==> config.mk <==
export PLATFORM = sky130hd
export DESIGN_NAME = rv64_csr
export DESIGN_NICKNAME = d
export VERILOG_FILES = /design/src/core_pkg.sv /design/src/rv64_csr.sv
export SDC_FILE = /design/constraint.sdc
export NUM_CORES = 1
export LEC_CHECK = 0
export BUFFER_PORTS_ARGS = -buffer_cell sky130_fd_sc_hd__buf_2
export CAP_MARGIN = 15
export CORE_MARGIN = 3
export CORE_UTILIZATION = 45
export DETAILED_ROUTE_END_ITERATION = 12
export GPL_TIMING_DRIVEN = 0
export MAX_ROUTING_LAYER = met4
export PLACE_DENSITY = 0.69
export RECOVER_POWER = 50
export SKIP_CTS_REPAIR_TIMING = 1
export SLEW_MARGIN = 25
export SYNTH_ARGS = -nofsm -noshare
export SYNTH_HDL_FRONTEND = slang
export SYNTH_SLANG_ARGS = --single-unit
==> constraint.sdc <==
create_clock -name clk -period 2.4 [get_ports clk]
set_input_delay 0.36 -clock clk [delete_from_list [all_inputs] [get_ports clk]]
set_output_delay 0.36 -clock clk [all_outputs]
set_load 0.01 [all_outputs]
==> src/core_pkg.sv <==
package core_pkg;

    // ************************************************************
    // datapath width
    // ************************************************************
    localparam int XLEN = 64;

    // ************************************************************
    // major opcodes handled by the decoder
    // ************************************************************
    typedef enum logic [6:0] {
        OPC_OP_IMM = 7'b0010011,
        OPC_OP     = 7'b0110011,
        OPC_LUI    = 7'b0110111,
        OPC_JAL    = 7'b1101111,
        OPC_SYSTEM = 7'b1110011
    } opcode_e;

    // alu operations
    typedef enum logic [2:0] {
        ALU_ADD = 3'd0,
        ALU_SUB = 3'd1,
        ALU_AND = 3'd2,
        ALU_OR  = 3'd3,
        ALU_XOR = 3'd4,
        ALU_SLL = 3'd5
    } alu_op_e;

    // ************************************************************
    // machine mode csr addresses
    // ************************************************************
    localparam logic [11:0] CSR_MSTATUS = 12'h300;
    localparam logic [11:0] CSR_MTVEC   = 12'h305;
    localparam logic [11:0] CSR_MEPC    = 12'h341;
    localparam logic [11:0] CSR_MCAUSE  = 12'h342;

    // environment call from m-mode
    localparam logic [XLEN-1:0] MCAUSE_ECALL_M = 64'd11;

endpackage

==> src/rv64_csr.sv <==
`timescale 1ns/1ns

module rv64_csr import core_pkg::*; (
    input  logic            clk,
    input  logic            rst_n,
    input  logic [XLEN-1:0] pc_i,
    input  logic            csr_we_i,
    input  logic [11:0]     csr_addr_i,
    input  logic [XLEN-1:0] csr_wdata_i,
    input  logic            ecall_i,
    output logic [XLEN-1:0] csr_rdata_o,
    output logic [XLEN-1:0] mtvec_o
);

    logic [XLEN-1:0] mstatus_q;
    logic [XLEN-1:0] mtvec_q;
    logic [XLEN-1:0] mepc_q;
    logic [XLEN-1:0] mcause_q;

    // ************************************************************
    // read port, old value seen in the same cycle
    // ************************************************************
    always_comb begin
        case (csr_addr_i)
            CSR_MSTATUS: csr_rdata_o = mstatus_q;
            CSR_MTVEC:   csr_rdata_o = mtvec_q;
            CSR_MEPC:    csr_rdata_o = mepc_q;
            CSR_MCAUSE:  csr_rdata_o = mcause_q;
            // unimplemented csrs
            default:     csr_rdata_o = '0;
        endcase
    end

    assign mtvec_o = mtvec_q;

    // ************************************************************
    // csrrw write and ecall update
    // ************************************************************
    always_ff @(posedge clk) begin
        if (rst_n) begin
            mstatus_q <= '0;
            mtvec_q   <= '0;
            mepc_q    <= '0;
            mcause_q  <= '0;
        end else if (ecall_i) begin
            // trap entry, m-mode only
            mepc_q   <= pc_i;
            mcause_q <= MCAUSE_ECALL_M;
        end else if (csr_we_i) begin
            case (csr_addr_i)
                CSR_MSTATUS: mstatus_q <= csr_wdata_i;
                CSR_MTVEC:   mtvec_q   <= csr_wdata_i;
                CSR_MEPC:    mepc_q    <= csr_wdata_i;
                CSR_MCAUSE:  mcause_q  <= csr_wdata_i;
                default: begin
                end
            endcase
        end
    end

endmodule

==> flow_summary.ini <==
[drt]
drt_wl_total_mm = 50.0
drt_iter0_drc = 1963
firstDrtPassIters = 5
vias_per_cell = 6.19
wl_per_cell_um = 23.8
vias = 13000
drc = 0
ant_nets = 0

[timing]
post-route-min-period_ps = 2570
min_period_over_period_pct = 107
maxSlewHeadroom_pct = 25.3
hold_ws_ps = 33.9
hold_viol_final = 0
clock.fmax_ghz = 0.390
rsz0062_at_grt = true
layout_setup_ws_ps = -165
worst_pin_slew_ps = 1110
slew_viol_final = 0
setup_viol = 73
clock_skew_ps = 0

[floorplan]
start_util_pct = 46.5
pin_count = 272
die_w_um = 166
dieArea_um2 = 27400
row_count = 57
core_region_area_um2 = 24700
die_y_um = 166

[worst_hold_path]
min_from = pc_i[25]
holdCritPathClass = in2reg
min_path_cells = 3
hold_end = mepc_q[25]

[global_route]
antenna_found_initial = 6
groute.usage.overall_pct = 33.7
grt_pass1_wl_mm = 71.3
grt_pass1_vias = 12100
gr-total-overflow = 0
grt_max_degree = 14

[power_and_ir_drop]
combPwrFrac_pct = 7.9
cellPowerDensity_nw_per_um2 = 615
ir_drop_mv = 0.488
seq_power_share_pct = 46.4
p_total_mw = 9.42
p_switching_mw = 2.33
p_sw_share_pct = 24.8
leakagePower_nw = 5.11
p_clk_share_pct = 45.8
p_int_mw = 7.09

[critical_path]
critPathLaunch = csr_addr_i[3]
r2r-start = mepc_q[18]
worstPathArrival_ps = 2210
reg2reg_to = mepc_q[18]
crit_path_start_kind = input pin
cp_max_fo = 7
crit_type = in2out
crit_required_ps = 2040
rrSetupSlack_ps = 1530
worst_setup_path_end_kind = output port
r2r_cells = 2

[final_layout]
layout-drive-gt1-share_pct = 26.3
synthToLayoutAreaGrowth_pct = 33.7
final_core_util_pct = 62.1
final_common_cell = nand2_1
mostFrequentLayoutCells = 460 x nand2_1, 256 x dfxtp_1, 182 x buf_2
nets = 1893

[logic_synthesis]
avgSynthCellArea_um2 = 7.99
ys_warn_count = 0
yosys_register_bits = 256
ys_async_sr_fraction_pct = 0
synth_area_um2 = 11500
syn_nets = 1578
synth_edf_count = 0
synthFlopType = dfxtp_1
syn_inst = 1434
yosysUniqueCellTypes = 37
seq_area_frac_synth_pct = 44.7

[cts]
cts_root_buffer = clkbuf_16
cts_max_level = 1
clk_pin_slew_worst_paths_ps = 60
clockBufferDepth = 3
cts_buffers = 27
clkLatencyLatePin_ps = 550
cts_tree = built
clock_sinks = 256

[placed_design]
port_buffers = 268
hpwl_mm = 33.7
gp_congestion = 0.948
dp_slack_ps = -920

[flow_run]
cap_viol_max_count = 0

[outcome]
run_status = finished with violations
violations = setup timing
per-layer routing:
layer	routed length, µm	part of all wire [%]	track usage [%]
met5	0	0	-
met4	2170	4.3	13.7
met3	5560	11	8.17
met2	22400	45	51.0
met1	19800	40	43.6
per-stage QoR:
step                setup TNS (ps)  area, µm²  instances
global placement            -87250      13200       2026
global route                 -8830      15300       2096
detailed placement          -95000      13200       2026
CTS                         -42520      14100       2072
floorplan                        0      11500       1434
finish                       -7720      15300       2097
layout make-up:
cell class	instances	area, µm²
diodes	7	17.5
plain buffers	132	761
clock buffers	38	807
clock inverters	8	93.8
fillers	2239	9350
inverters	35	131
multi-input cells	1008	6270
flip-flops and latches	256	5120
well taps	324	405
repair buffers	289	1710
cells in the mapped netlist, drive strengths merged (4+ instances only):
| cell type | count | area (µm²) |
|---|---|---|
| nor4 | 5 | 73.8 |
| nand4 | 6 | 37.5 |
| nand2b | 31 | 194 |
| a21oi | 207 | 1260 |
| a221oi | 16 | 140 |
| o211ai | 30 | 225 |
| inv | 35 | 131 |
| a22oi | 128 | 961 |
| a41oi | 17 | 149 |
| o22ai | 64 | 400 |
| buf | 38 | 263 |
| clkbuf | 97 | 364 |
| o221a | 18 | 203 |
| nor2 | 4 | 22.5 |
| dfxtp | 256 | 5120 |
| nand2 | 461 | 1730 |
critical path, cell delays in order:
cell and delay (ps):
buf_6 90, or4b_4 580, nor2_4 150, buf_8 110
nand3b_1 140, buf_6 210, clkbuf_16 200, o22ai_2 180
buf_2 160
state kept, by name (all words and copies together), names as in the netlist:
name and count:
mcause_q 64, mepc_q 64, mstatus_q 64, mtvec_o 64
power groups by stage:
stage | combinational [mW] | clock (mW) | sequential, mW
final | 0.740 | 4.31 | 4.37
after global routing | 0.776 | 4.48 | 4.37
after CTS | 0.680 | 4.28 | 4.36
after detailed placement | 0.677 | 0 | 4.46
after global placement | 0.669 | 0 | 4.46
after floorplan | 0.320 | 0 | 4.44
how the worst max path moves through the flow:
stage,to,slack (ps),cells after the start
after global routing,csr_rdata_o[8],-190,9
after detailed placement,csr_rdata_o[48],-920,9
after floorplan,csr_rdata_o[10],130,8
final,csr_rdata_o[10],-170,9
after global placement,csr_rdata_o[48],-920,9
after CTS,csr_rdata_o[24],-900,9
cell families after synthesis:
group	Yosys count	share of synthesized area, %
AOI/OAI and AO/OA	484	29.4
DFF	256	44.7
buffers and inverters	170	6.61
and+or+nand+nor	524	19.3
Note: power is estimated with default switching activity, not from simulation.
