--- config.mk ---
export PLATFORM = sky130hd
export DESIGN_NAME = rv64_fetch
export DESIGN_NICKNAME = d
export VERILOG_FILES = /design/src/core_pkg.sv /design/src/rv64_fetch.sv
export SDC_FILE = /design/constraint.sdc
export NUM_CORES = 1
export LEC_CHECK = 0
export BUFFER_PORTS_ARGS = -buffer_cell sky130_fd_sc_hd__buf_2
export CAP_MARGIN = 20
export CORE_MARGIN = 1.5
export CORE_UTILIZATION = 32
export DETAILED_ROUTE_END_ITERATION = 6
export PLACE_DENSITY_LB_ADDON = 0.05
export RECOVER_POWER = 50
export SYNTH_ARGS = -nofsm -noshare
export SYNTH_HDL_FRONTEND = slang
export SYNTH_SLANG_ARGS = --single-unit
export TNS_END_PERCENT = 50
--- constraint.sdc ---
create_clock -name clk -period 3 [get_ports clk]
set_input_delay 0.9 -clock clk [delete_from_list [all_inputs] [get_ports clk]]
set_output_delay 0.9 -clock clk [all_outputs]
set_load 0.02 [all_outputs]
--- src/core_pkg.sv ---
package core_pkg;

    // ************************************************************
    // datapath width
    // ************************************************************
    localparam int XLEN = 64;

    // ************************************************************
    // major opcodes handled by the decoder
    // ************************************************************
    typedef enum logic [6:0] {
        OPC_OP_IMM = 7'b0010011,
        OPC_OP     = 7'b0110011,
        OPC_LUI    = 7'b0110111,
        OPC_JAL    = 7'b1101111,
        OPC_SYSTEM = 7'b1110011
    } opcode_e;

    // alu operations
    typedef enum logic [2:0] {
        ALU_ADD = 3'd0,
        ALU_SUB = 3'd1,
        ALU_AND = 3'd2,
        ALU_OR  = 3'd3,
        ALU_XOR = 3'd4,
        ALU_SLL = 3'd5
    } alu_op_e;

    // ************************************************************
    // machine mode csr addresses
    // ************************************************************
    localparam logic [11:0] CSR_MSTATUS = 12'h300;
    localparam logic [11:0] CSR_MTVEC   = 12'h305;
    localparam logic [11:0] CSR_MEPC    = 12'h341;
    localparam logic [11:0] CSR_MCAUSE  = 12'h342;

    // environment call from m-mode
    localparam logic [XLEN-1:0] MCAUSE_ECALL_M = 64'd11;

endpackage

--- src/rv64_fetch.sv ---
`timescale 1ns/1ns

module rv64_fetch import core_pkg::*; #(
    parameter logic [XLEN-1:0] RESET_PC = 64'h8000_0000
) (
    input  logic            clk,
    input  logic            rst_n,
    input  logic            redirect_i,
    input  logic [XLEN-1:0] redirect_pc_i,
    output logic [XLEN-1:0] imem_addr_o,
    input  logic [31:0]     imem_inst_i,
    output logic [XLEN-1:0] pc_id_o,
    output logic [31:0]     inst_id_o,
    output logic            valid_id_o
);

    logic [XLEN-1:0] pc_q;
    logic [XLEN-1:0] pc_next;

    // memory answers in the same cycle
    assign imem_addr_o = pc_q;

    // jump target from decode wins over the sequential pc
    assign pc_next = redirect_i ? redirect_pc_i : pc_q + 64'd4;

    always_ff @(posedge clk) begin
        if (rst_n) begin
            pc_q <= RESET_PC;
        end else begin
            pc_q <= pc_next;
        end
    end

    // ************************************************************
    // if/id register
    // ************************************************************
    always_ff @(posedge clk) begin
        if (rst_n) begin
            valid_id_o <= 1'b0;
        end else begin
            // word fetched under a redirect is on the wrong path
            valid_id_o <= ~redirect_i;
        end
    end

    always_ff @(posedge clk) begin
        pc_id_o   <= pc_q;
        inst_id_o <= imem_inst_i;
    end

endmodule

==> flow_metrics.env <==
export IMPL_max_freq_mhz=382
export IMPL_rr_startpoint="imem_addr_o[7]"
export IMPL_yosysWarnings=0
export IMPL_setup_tns_ns=0
export IMPL_drc=0
export IMPL_synth_nets=646
export IMPL_synth_cell_types=37
export IMPL_wl_per_cell_um=15.8
export IMPL_dieArea_mm2=0.0180
export IMPL_slowest_stage="or4_4"
export IMPL_final_core_util_pct=45.3
export IMPL_drv_slew=0
export IMPL_clock_skew_ns=0.00873
export IMPL_crit_required_ns=3.31
export IMPL_crit_family="simple AND/OR/NAND/NOR gates"
export IMPL_postSynthRegisterBits=161
export IMPL_synthesis_instances=546
export IMPL_leakagePower_nw=3.13
export IMPL_worst_setup_path_start_kind="register"
export IMPL_ir_drop_uv=395
export IMPL_max_stage_delay_ns=0.70
export IMPL_synth_avg_cell_area_um2=10.1
export IMPL_fp_dieW_um=134
export IMPL_netlist_area_mm2=0.00550
export IMPL_drtIter0Drc=295
export IMPL_gr_total_overflow=0
export IMPL_power_frac_clock_pct=43.2
export IMPL_port_buffers=259
export IMPL_min_period_over_period_pct=87.3
export IMPL_gp_congestion=0.771
export IMPL_grt_max_degree=55
export IMPL_drive_above_1_share_pct=30.1
export IMPL_cp_end_kind="register"
export IMPL_n_antenna_cell=0
export IMPL_area_growth_pct=37.6
export IMPL_power_switching_mw=1.33
export IMPL_start_util_pct=32.9
export IMPL_grt_pass1_vias=4767
export IMPL_finalInstanceArea_mm2=0.00757
export IMPL_hpwl_um=12100
export IMPL_final_antenna_net_count=0
export IMPL_cts_tree="built"
export IMPL_r2r_cells=5
export IMPL_final_nets=906
export IMPL_htreeDepth=4
export IMPL_path_clk_slew_ns=0.07
export IMPL_rsz0062_at_grt="false"
export IMPL_p_int_mw=3.83
export IMPL_synth_seq_area_share_pct=58.6
export IMPL_hp_class="register to register"
export IMPL_startpoint="imem_addr_o[7]"
export IMPL_num_rows=47
export IMPL_wirelength_um=16400
export IMPL_post_cts_resized=0
export IMPL_grt_util_all_layers_pct=18.2
export IMPL_via_per_inst=4.88
export IMPL_clk_path_buf_depth=2
export IMPL_setup_viol=0
export IMPL_min_delay_start="imem_addr_o[0]"
export IMPL_cp_buffers_inverters=0
export IMPL_worstPathMaxFanout=15
export IMPL_grt_pass1_wl_um=25400
export IMPL_pwr_share_comb_pct=10.5
export IMPL_power_per_cell_area_mw_per_mm2=681
export IMPL_cp_cell_sequence="and4_1 > nand4_4 > or4_4 > or4_1 > a311oi_1"
export IMPL_antenna_found_initial=0
export IMPL_seqPwrFrac_pct=46.4
export IMPL_cp_depth=5
export IMPL_die_y_um=134
export IMPL_core_mm2=0.0167
export IMPL_critPathKind="register to register"
export IMPL_instances_no_fill=1038
export IMPL_place_area_mm2=0.00704
export IMPL_cts_root_buffer_cell="clkbuf_16"
export IMPL_cp_arrival_ns=2.93
export IMPL_reg2reg_slack_ns=0.38
export IMPL_vias=5065
export IMPL_ioPinCount=260
export IMPL_clk_latency_ns=0.42
export IMPL_reg2reg_to="imem_addr_o[60]"
export IMPL_place_inst=1007
export IMPL_outcome="complete, no violations"
export IMPL_critPathCapture="imem_addr_o[60]"
export IMPL_period_minus_slack_ns=2.62
export IMPL_postCtsSetupRepairBufs=0
export IMPL_numCtsBuffers=17
export IMPL_drt_pass1_iter_count=4
export IMPL_maxCapViolations=0
export IMPL_worst_pin_slew_ns=1.46
export IMPL_clkSinkCount=161
export IMPL_relSlewSlack_pct=2.97
export IMPL_hold_viol=0
export IMPL_sw_frac_of_total_pct=25.8
export IMPL_hold_buffers=0
[cell families after synthesis]
| group | Yosys count | synth area share (%) |
|---|---|---|
| AOI/OAI and AO/OA | 83 | 10.9 |
| xor gates and xnor gates | 30 | 4.78 |
| adders and majority gates | 1 | 0.227 |
| buffers and inverters | 40 | 3.00 |
| DFF | 161 | 58.6 |
| muxes | 5 | 0.910 |
| and+or+nand+nor | 226 | 21.6 |
[metal layers]
metal	up-vias	part of all wire, %	wire (um)	global-route usage (%)
li1	2510	-	-	-
met4	0	1.5	245	6.57
met3	22	8.0	1310	5.14
met2	198	45	7390	28.8
met5	-	0	0	0
met1	2335	45	7420	23.7
[cells in the mapped netlist]
master	count	area (um^2)
a2111oi_0	3	26.3
a2111oi_1	1	10.0
a211oi_1	22	165
a21oi_1	10	50.1
a221oi_1	1	8.76
a311oi_1	23	201
and2_1	4	25.0
and3_1	5	31.3
and4_1	12	105
and4b_1	2	20.0
buf_1	3	11.3
buf_2	3	15.0
buf_4	1	7.51
buf_6	1	11.3
clkbuf_1	24	90.1
dfxtp_1	161	3220
ha_1	1	12.5
inv_1	8	30.0
mux2i_1	5	50.1
nand2_1	34	128
nand3_1	22	110
nand3b_1	1	7.51
nand4_1	14	87.6
nand4_4	1	21.3
nor2_1	66	248
nor2b_1	3	18.8
nor3_1	18	90.1
nor4_1	12	75.1
o21ai_0	15	75.1
o21bai_1	1	7.51
o311ai_0	1	8.76
o31ai_1	6	45.0
or3_1	22	138
or4_1	8	60.1
or4_4	2	22.5
xnor2_1	26	228
xor2_1	4	35.0
[power groups by stage]
| stage | Combinational [mW] | Clock, mW | Sequential, mW |
|---|---|---|---|
| after floorplan | 0.132 | 0 | 2.59 |
| after global placement | 0.560 | 0 | 2.43 |
| after detailed placement | 0.561 | 0 | 2.44 |
| after CTS | 0.563 | 2.29 | 2.39 |
| after global routing | 0.583 | 2.37 | 2.41 |
| final | 0.539 | 2.23 | 2.39 |
[worst min path at each step]
stage | to | cells past startpoint
after global routing | pc_id_o[0] | 0
after CTS | pc_id_o[0] | 0
after floorplan | pc_id_o[0] | 0
after detailed placement | pc_id_o[0] | 0
final | pc_id_o[0] | 0
after global placement | pc_id_o[0] | 0
[flip-flops by register name (all words and copies together), names as in the netlist]
| name | flops |
|---|---|
| valid_id_o | 1 |
| imem_addr_o | 64 |
| inst_id_o | 32 |
| pc_id_o | 64 |
[stage by stage]
step / total power [mW] / hold slack (ns) / worst slack, ns
floorplan: 2.72 / 0.445 / 0.515
global placement: 2.99 / 0.357 / 0.490
detailed placement: 3.00 / 0.363 / 0.424
CTS: 5.24 / 0.379 / 0.386
global route: 5.36 / 0.385 / 0.191
finish: 5.15 / 0.372 / 0.382
[cell type report]
type,count,area (um^2)
fill,1694,9140
sequential,161,3220
multi-input combinational,345,2110
timing repair buffer,273,1310
clock buffer,19,453
tap,220,275
clock inverter,12,159
inverter,8,31.3
[placed cells by master (no fill, tap or decap), drive strengths merged, types with 6 or more instances in the layout]
master,Yosys,layout
clkbuf,24,81
xnor2,26,26
and4,12,12
nor4,12,12
buf,8,211
nand4,15,15
a21oi,10,10
dfxtp,161,161
or3,22,22
nor2,66,66
nand3,22,22
clkinv,0,7
a311oi,23,23
nor3,18,18
a211oi,22,22
inv,8,8
o21ai,15,15
or4,10,10
o31ai,6,6
nand2,34,34
(Power assumes the default switching activity.)
