## config.mk

```make
export PLATFORM = sky130hd
export DESIGN_NAME = rv64_decode
export DESIGN_NICKNAME = d
export VERILOG_FILES = /design/src/core_pkg.sv /design/src/rv64_decode.sv
export SDC_FILE = /design/constraint.sdc
export NUM_CORES = 1
export LEC_CHECK = 0
export BUFFER_PORTS_ARGS = -buffer_cell sky130_fd_sc_hd__buf_2
export CAP_MARGIN = 20
export CORE_AREA = 4 4 249 251
export DETAILED_ROUTE_END_ITERATION = 7
export DIE_AREA = 0 0 253 255
export PLACE_DENSITY = 0.36
export SYNTH_ARGS = -nofsm -noshare
export SYNTH_HDL_FRONTEND = slang
export SYNTH_SLANG_ARGS = --single-unit
```

## constraint.sdc

```tcl
create_clock -name vclk -period 6
set_input_delay 1.5 -clock vclk [all_inputs]
set_output_delay 1.5 -clock vclk [all_outputs]
set_load 0.03 [all_outputs]
```

## src/core_pkg.sv

```systemverilog
package core_pkg;

    // ************************************************************
    // datapath width
    // ************************************************************
    localparam int XLEN = 64;

    // ************************************************************
    // major opcodes handled by the decoder
    // ************************************************************
    typedef enum logic [6:0] {
        OPC_OP_IMM = 7'b0010011,
        OPC_OP     = 7'b0110011,
        OPC_LUI    = 7'b0110111,
        OPC_JAL    = 7'b1101111,
        OPC_SYSTEM = 7'b1110011
    } opcode_e;

    // alu operations
    typedef enum logic [2:0] {
        ALU_ADD = 3'd0,
        ALU_SUB = 3'd1,
        ALU_AND = 3'd2,
        ALU_OR  = 3'd3,
        ALU_XOR = 3'd4,
        ALU_SLL = 3'd5
    } alu_op_e;

    // ************************************************************
    // machine mode csr addresses
    // ************************************************************
    localparam logic [11:0] CSR_MSTATUS = 12'h300;
    localparam logic [11:0] CSR_MTVEC   = 12'h305;
    localparam logic [11:0] CSR_MEPC    = 12'h341;
    localparam logic [11:0] CSR_MCAUSE  = 12'h342;

    // environment call from m-mode
    localparam logic [XLEN-1:0] MCAUSE_ECALL_M = 64'd11;

endpackage

```

## src/rv64_decode.sv

```systemverilog
`timescale 1ns/1ns

module rv64_decode import core_pkg::*; (
    input  logic [XLEN-1:0] pc_i,
    input  logic [31:0]     inst_i,
    input  logic            valid_i,
    input  logic [XLEN-1:0] rdata1_i,
    input  logic [XLEN-1:0] rdata2_i,
    input  logic [XLEN-1:0] csr_rdata_i,
    input  logic [XLEN-1:0] mtvec_i,
    output logic [4:0]      raddr1_o,
    output logic [4:0]      raddr2_o,
    output logic            redirect_o,
    output logic [XLEN-1:0] redirect_pc_o,
    output logic            csr_we_o,
    output logic [11:0]     csr_addr_o,
    output logic [XLEN-1:0] csr_wdata_o,
    output logic            ecall_o,
    output logic            ex_valid_o,
    output alu_op_e         alu_op_o,
    output logic [XLEN-1:0] op1_o,
    output logic [XLEN-1:0] op2_o,
    output logic [4:0]      rd_o,
    output logic            reg_we_o
);

    opcode_e         opcode;
    logic [2:0]      funct3;
    logic [6:0]      funct7;
    logic [XLEN-1:0] imm_i;
    logic [XLEN-1:0] imm_u;
    logic [XLEN-1:0] imm_j;
    logic            inst_ok;
    logic            is_jal;
    logic            is_ecall;
    logic            is_csrrw;

    // ************************************************************
    // fields and immediates
    // ************************************************************
    assign opcode   = opcode_e'(inst_i[6:0]);
    assign funct3   = inst_i[14:12];
    assign funct7   = inst_i[31:25];
    assign rd_o     = inst_i[11:7];
    assign raddr1_o = inst_i[19:15];
    assign raddr2_o = inst_i[24:20];

    assign imm_i = {{52{inst_i[31]}}, inst_i[31:20]};
    assign imm_u = {{32{inst_i[31]}}, inst_i[31:12], 12'b0};
    assign imm_j = {{43{inst_i[31]}}, inst_i[31], inst_i[19:12], inst_i[20],
                    inst_i[30:21], 1'b0};

    // ************************************************************
    // operands and alu op per instruction
    // ************************************************************
    always_comb begin
        inst_ok  = 1'b0;
        reg_we_o = 1'b0;
        is_jal   = 1'b0;
        is_ecall = 1'b0;
        is_csrrw = 1'b0;
        alu_op_o = ALU_ADD;
        op1_o    = rdata1_i;
        op2_o    = rdata2_i;
        case (opcode)
            OPC_OP_IMM: begin
                op2_o    = imm_i;
                reg_we_o = 1'b1;
                inst_ok  = 1'b1;
                case (funct3)
                    3'b000: alu_op_o = ALU_ADD;
                    3'b100: alu_op_o = ALU_XOR;
                    3'b110: alu_op_o = ALU_OR;
                    3'b111: alu_op_o = ALU_AND;
                    // rv64 slli keeps a 6 bit shamt
                    3'b001: begin
                        inst_ok  = (inst_i[31:26] == 6'b0);
                        alu_op_o = ALU_SLL;
                    end
                    default: inst_ok = 1'b0;
                endcase
            end
            OPC_OP: begin
                reg_we_o = 1'b1;
                inst_ok  = 1'b1;
                case ({funct7, funct3})
                    10'b0000000_000: alu_op_o = ALU_ADD;
                    10'b0100000_000: alu_op_o = ALU_SUB;
                    10'b0000000_001: alu_op_o = ALU_SLL;
                    10'b0000000_100: alu_op_o = ALU_XOR;
                    10'b0000000_110: alu_op_o = ALU_OR;
                    10'b0000000_111: alu_op_o = ALU_AND;
                    default:         inst_ok  = 1'b0;
                endcase
            end
            OPC_LUI: begin
                inst_ok  = 1'b1;
                reg_we_o = 1'b1;
                op1_o    = '0;
                op2_o    = imm_u;
            end
            OPC_JAL: begin
                // link value pc + 4
                inst_ok  = 1'b1;
                reg_we_o = 1'b1;
                is_jal   = 1'b1;
                op1_o    = pc_i;
                op2_o    = 64'd4;
            end
            OPC_SYSTEM: begin
                if (funct3 == 3'b001) begin
                    // old csr value goes to rd
                    inst_ok  = 1'b1;
                    reg_we_o = 1'b1;
                    is_csrrw = 1'b1;
                    op1_o    = csr_rdata_i;
                    op2_o    = '0;
                end else if (inst_i == 32'h0000_0073) begin
                    inst_ok  = 1'b1;
                    is_ecall = 1'b1;
                end
            end
            default: inst_ok = 1'b0;
        endcase
    end

    assign ex_valid_o = valid_i & inst_ok;

    // jump decision
    assign redirect_o    = valid_i & (is_jal | is_ecall);
    assign redirect_pc_o = is_ecall ? mtvec_i : pc_i + imm_j;

    // csr controls
    assign csr_we_o    = valid_i & is_csrrw;
    assign csr_addr_o  = inst_i[31:20];
    assign csr_wdata_o = rdata1_i;
    assign ecall_o     = valid_i & is_ecall;

endmodule

```

==> impl_metrics.csv <==
group,metric,value,unit
flow_run,maxCapViolations,0,
drt,dr.pass1.iters,8,
drt,wl_per_cell,20.8,µm
setup_path,cpLargestDelayFamily,"buffers and inverters",
grt,grt_overflow_total,0,
die,dieHeight,255,µm
power,clockPowerShare,0,%
cells_and_area,final_common_cell,"buf_2",
clock_network,ctsHoldBuffers,0,
power,power,1570,µW
power,p_per_area,125,nW/µm²
setup_path,crit_buf_inv,7,
sta,report.final.slew_viol_count,0,
power,seqPwrFrac,0,%
cells_and_area,nClkBuffers,0,
logic_synthesis,syn_avg_cell_area,6.19,µm²
cells_and_area,regArea,0,µm²
drt,drc,0,
power,p_leak,0.00666,µW
sta,relSlewSlack,39.1,%
logic_synthesis,yosysWarnings,0,
power,p_int,595,µW
die,dieArea,64500,µm²
sta,rsz0062_at_grt,"yes",
placement,gp_congestion,0.894,
sta,max_freq,169,MHz
die,die_x,253,µm
logic_synthesis,syn_nets,1589,
drt,antenna_left,0,
hold_path,min_path_type,"in2out",
logic_synthesis,syn_area,7260,µm²
drt,drt-vias-per-instance,4.41,
grt,grt_max_degree,67,
drt,drtIter0Drc,905,
sta,layout_min_cycle_time,5.90,ns
power,p_sw_share,62.2,%
power,p_sw,978,µW
power,peakVddDrop,48.1,µV
setup_path,crit_slowest_cell,"a211oi_4",
status,outcome,"finished clean",
grt,gr-usage-all-layers,15.4,%
sta,tightestPinTransition,0.913,ns
setup_path,cp_common_cell,"buf_4",
die,ios,644,
setup_path,max_stage_delay,0.38,ns
setup_path,required,4.50,ns
die,coreArea,59900,µm²
cells_and_area,mostFrequentLayoutCells,"buf_2, buf_4, nand2_1",
logic_synthesis,syn_inst,1173,
cells_and_area,nets,2280,
sta,finalSetupViolCount,0,
setup_path,end_kind,"output port",
placement,dp_hpwl,48800,µm
sta,timing.final.ws_setup,0.0961,ns
drt,routed_wl,55100,µm
placement,pre_cts_slack,-0.314,ns
drt,via_count,11708,
grt,grt_pass1_wl,75200,µm
logic_synthesis,synth.distinct_cells,69,
die,rows,90,
setup_path,crit_type,"in2out",
setup_path,arrival,4.40,ns
cells_and_area,design.seq.count,0,
sta,period_share,98.4,%
grt,first_global_vias,11532,
setup_path,cp_max_fo,9,
power,p_comb_share,100.0,%
placement,io_buffers,644,
cells_and_area,drive_gt1_share,50.6,%
die,start_util,12.1,%
grt,antenna_found_initial,10,
setup_path,start_kind,"input port",
logic_synthesis,ys_seq_area_share,0,%
sta,hold_viol,0,
cells_and_area,layout-area-overhead-vs-synth,73.9,%
setup_path,path_cells,"buf_4 > buf_6 > ha_1 > and4_4 > nor3b_2 > buf_4 > and3_1 > a211oi_4 > buf_6 > o2111ai_1 > buf_4 > o21ai_1 > xnor2_1 > buf_4 > o21ai_0 > buf_4",
-- routing by layer --
layer / part of all wire, % / routed length (µm) / vias to the layer above / track usage (%)
met3: 5.8 / 3190 / 48 / 1.92
met5: 0.022 / 12 / - / 0
met2: 50 / 27300 / 521 / 28.2
li1: - / - / 5646 / -
met1: 42 / 23000 / 5491 / 19.1
met4: 2.8 / 1520 / 2 / 4.08
-- final timing paths --
path,startpoint,endpoint,slack (ns),cells after the start
worst min-delay path,rdata1_i[22],csr_wdata_o[22],3.27,2
worst max-delay path,inst_i[31],redirect_pc_o[56],0.1,16
-- cell families after synthesis --
family          Yosys count  share of synthesized area, %
compound gates          390                          38.2
xor+xnor                 42                          5.06
fa+ha+maj                63                          11.0
buf+inv                 264                          18.8
mux                       6                         0.896
simple gates            408                          26.1
-- what timing repair did --
| item | in CTS | in global routing |
|---|---|---|
| setup buffers | 1 | 5 |
| pin swaps | 7 | 15 |
| setup endpoints to repair | 22 | 29 |
| gates resized for setup | 30 | 60 |
-- power groups by stage --
stage / combinational [µW] / sequential (µW) / clock [µW]
CTS: 1560 / 0 / 0
global route: 1700 / 0 / 0.000134
floorplan: 882 / 0 / 0
detailed placement: 1540 / 0 / 0
global placement: 1550 / 0 / 0
finish: 1570 / 0 / 0.000156
-- stage by stage --
| stage | util, % | instances | hold WS (ns) | area, µm² | setup TNS, ns |
|---|---|---|---|---|---|
| 5_1_grt | 21.1 | 2650 | 3.27 | 12600 | -0.184 |
| 3_5_place_dp | 20.3 | 2637 | 3.27 | 12200 | -3.26 |
| 2_1_floorplan | - | 1173 | 3.13 | 7260 | 0 |
| 6_report | 21.1 | 2653 | 3.27 | 12600 | 0 |
| 4_1_cts | 20.6 | 2638 | 3.27 | 12300 | 0 |
| 3_3_place_gp | 20.3 | 2637 | 3.27 | 12200 | -3.00 |
-- final cells by class --
| class | count | area, µm² |
|---|---|---|
| fillers | 6933 | 47300 |
| multi-input cells | 909 | 6270 |
| repair buffers | 865 | 5030 |
| well taps | 782 | 978 |
| inverters | 88 | 330 |
| diodes | 9 | 22.5 |
-- cell usage after synthesis (25+ instances only) --
master | n | area [µm²]
nor2_1 | 107 | 402
a222oi_1 | 64 | 641
nand4_1 | 25 | 156
inv_1 | 88 | 330
buf_4 | 93 | 698
clkbuf_1 | 66 | 248
a21o_1 | 28 | 210
a21oi_1 | 123 | 616
o21ai_0 | 51 | 255
ha_1 | 62 | 776
nor3_1 | 34 | 170
nand2_1 | 154 | 578
No activity file was read; power rests on OpenSTA's default activity.
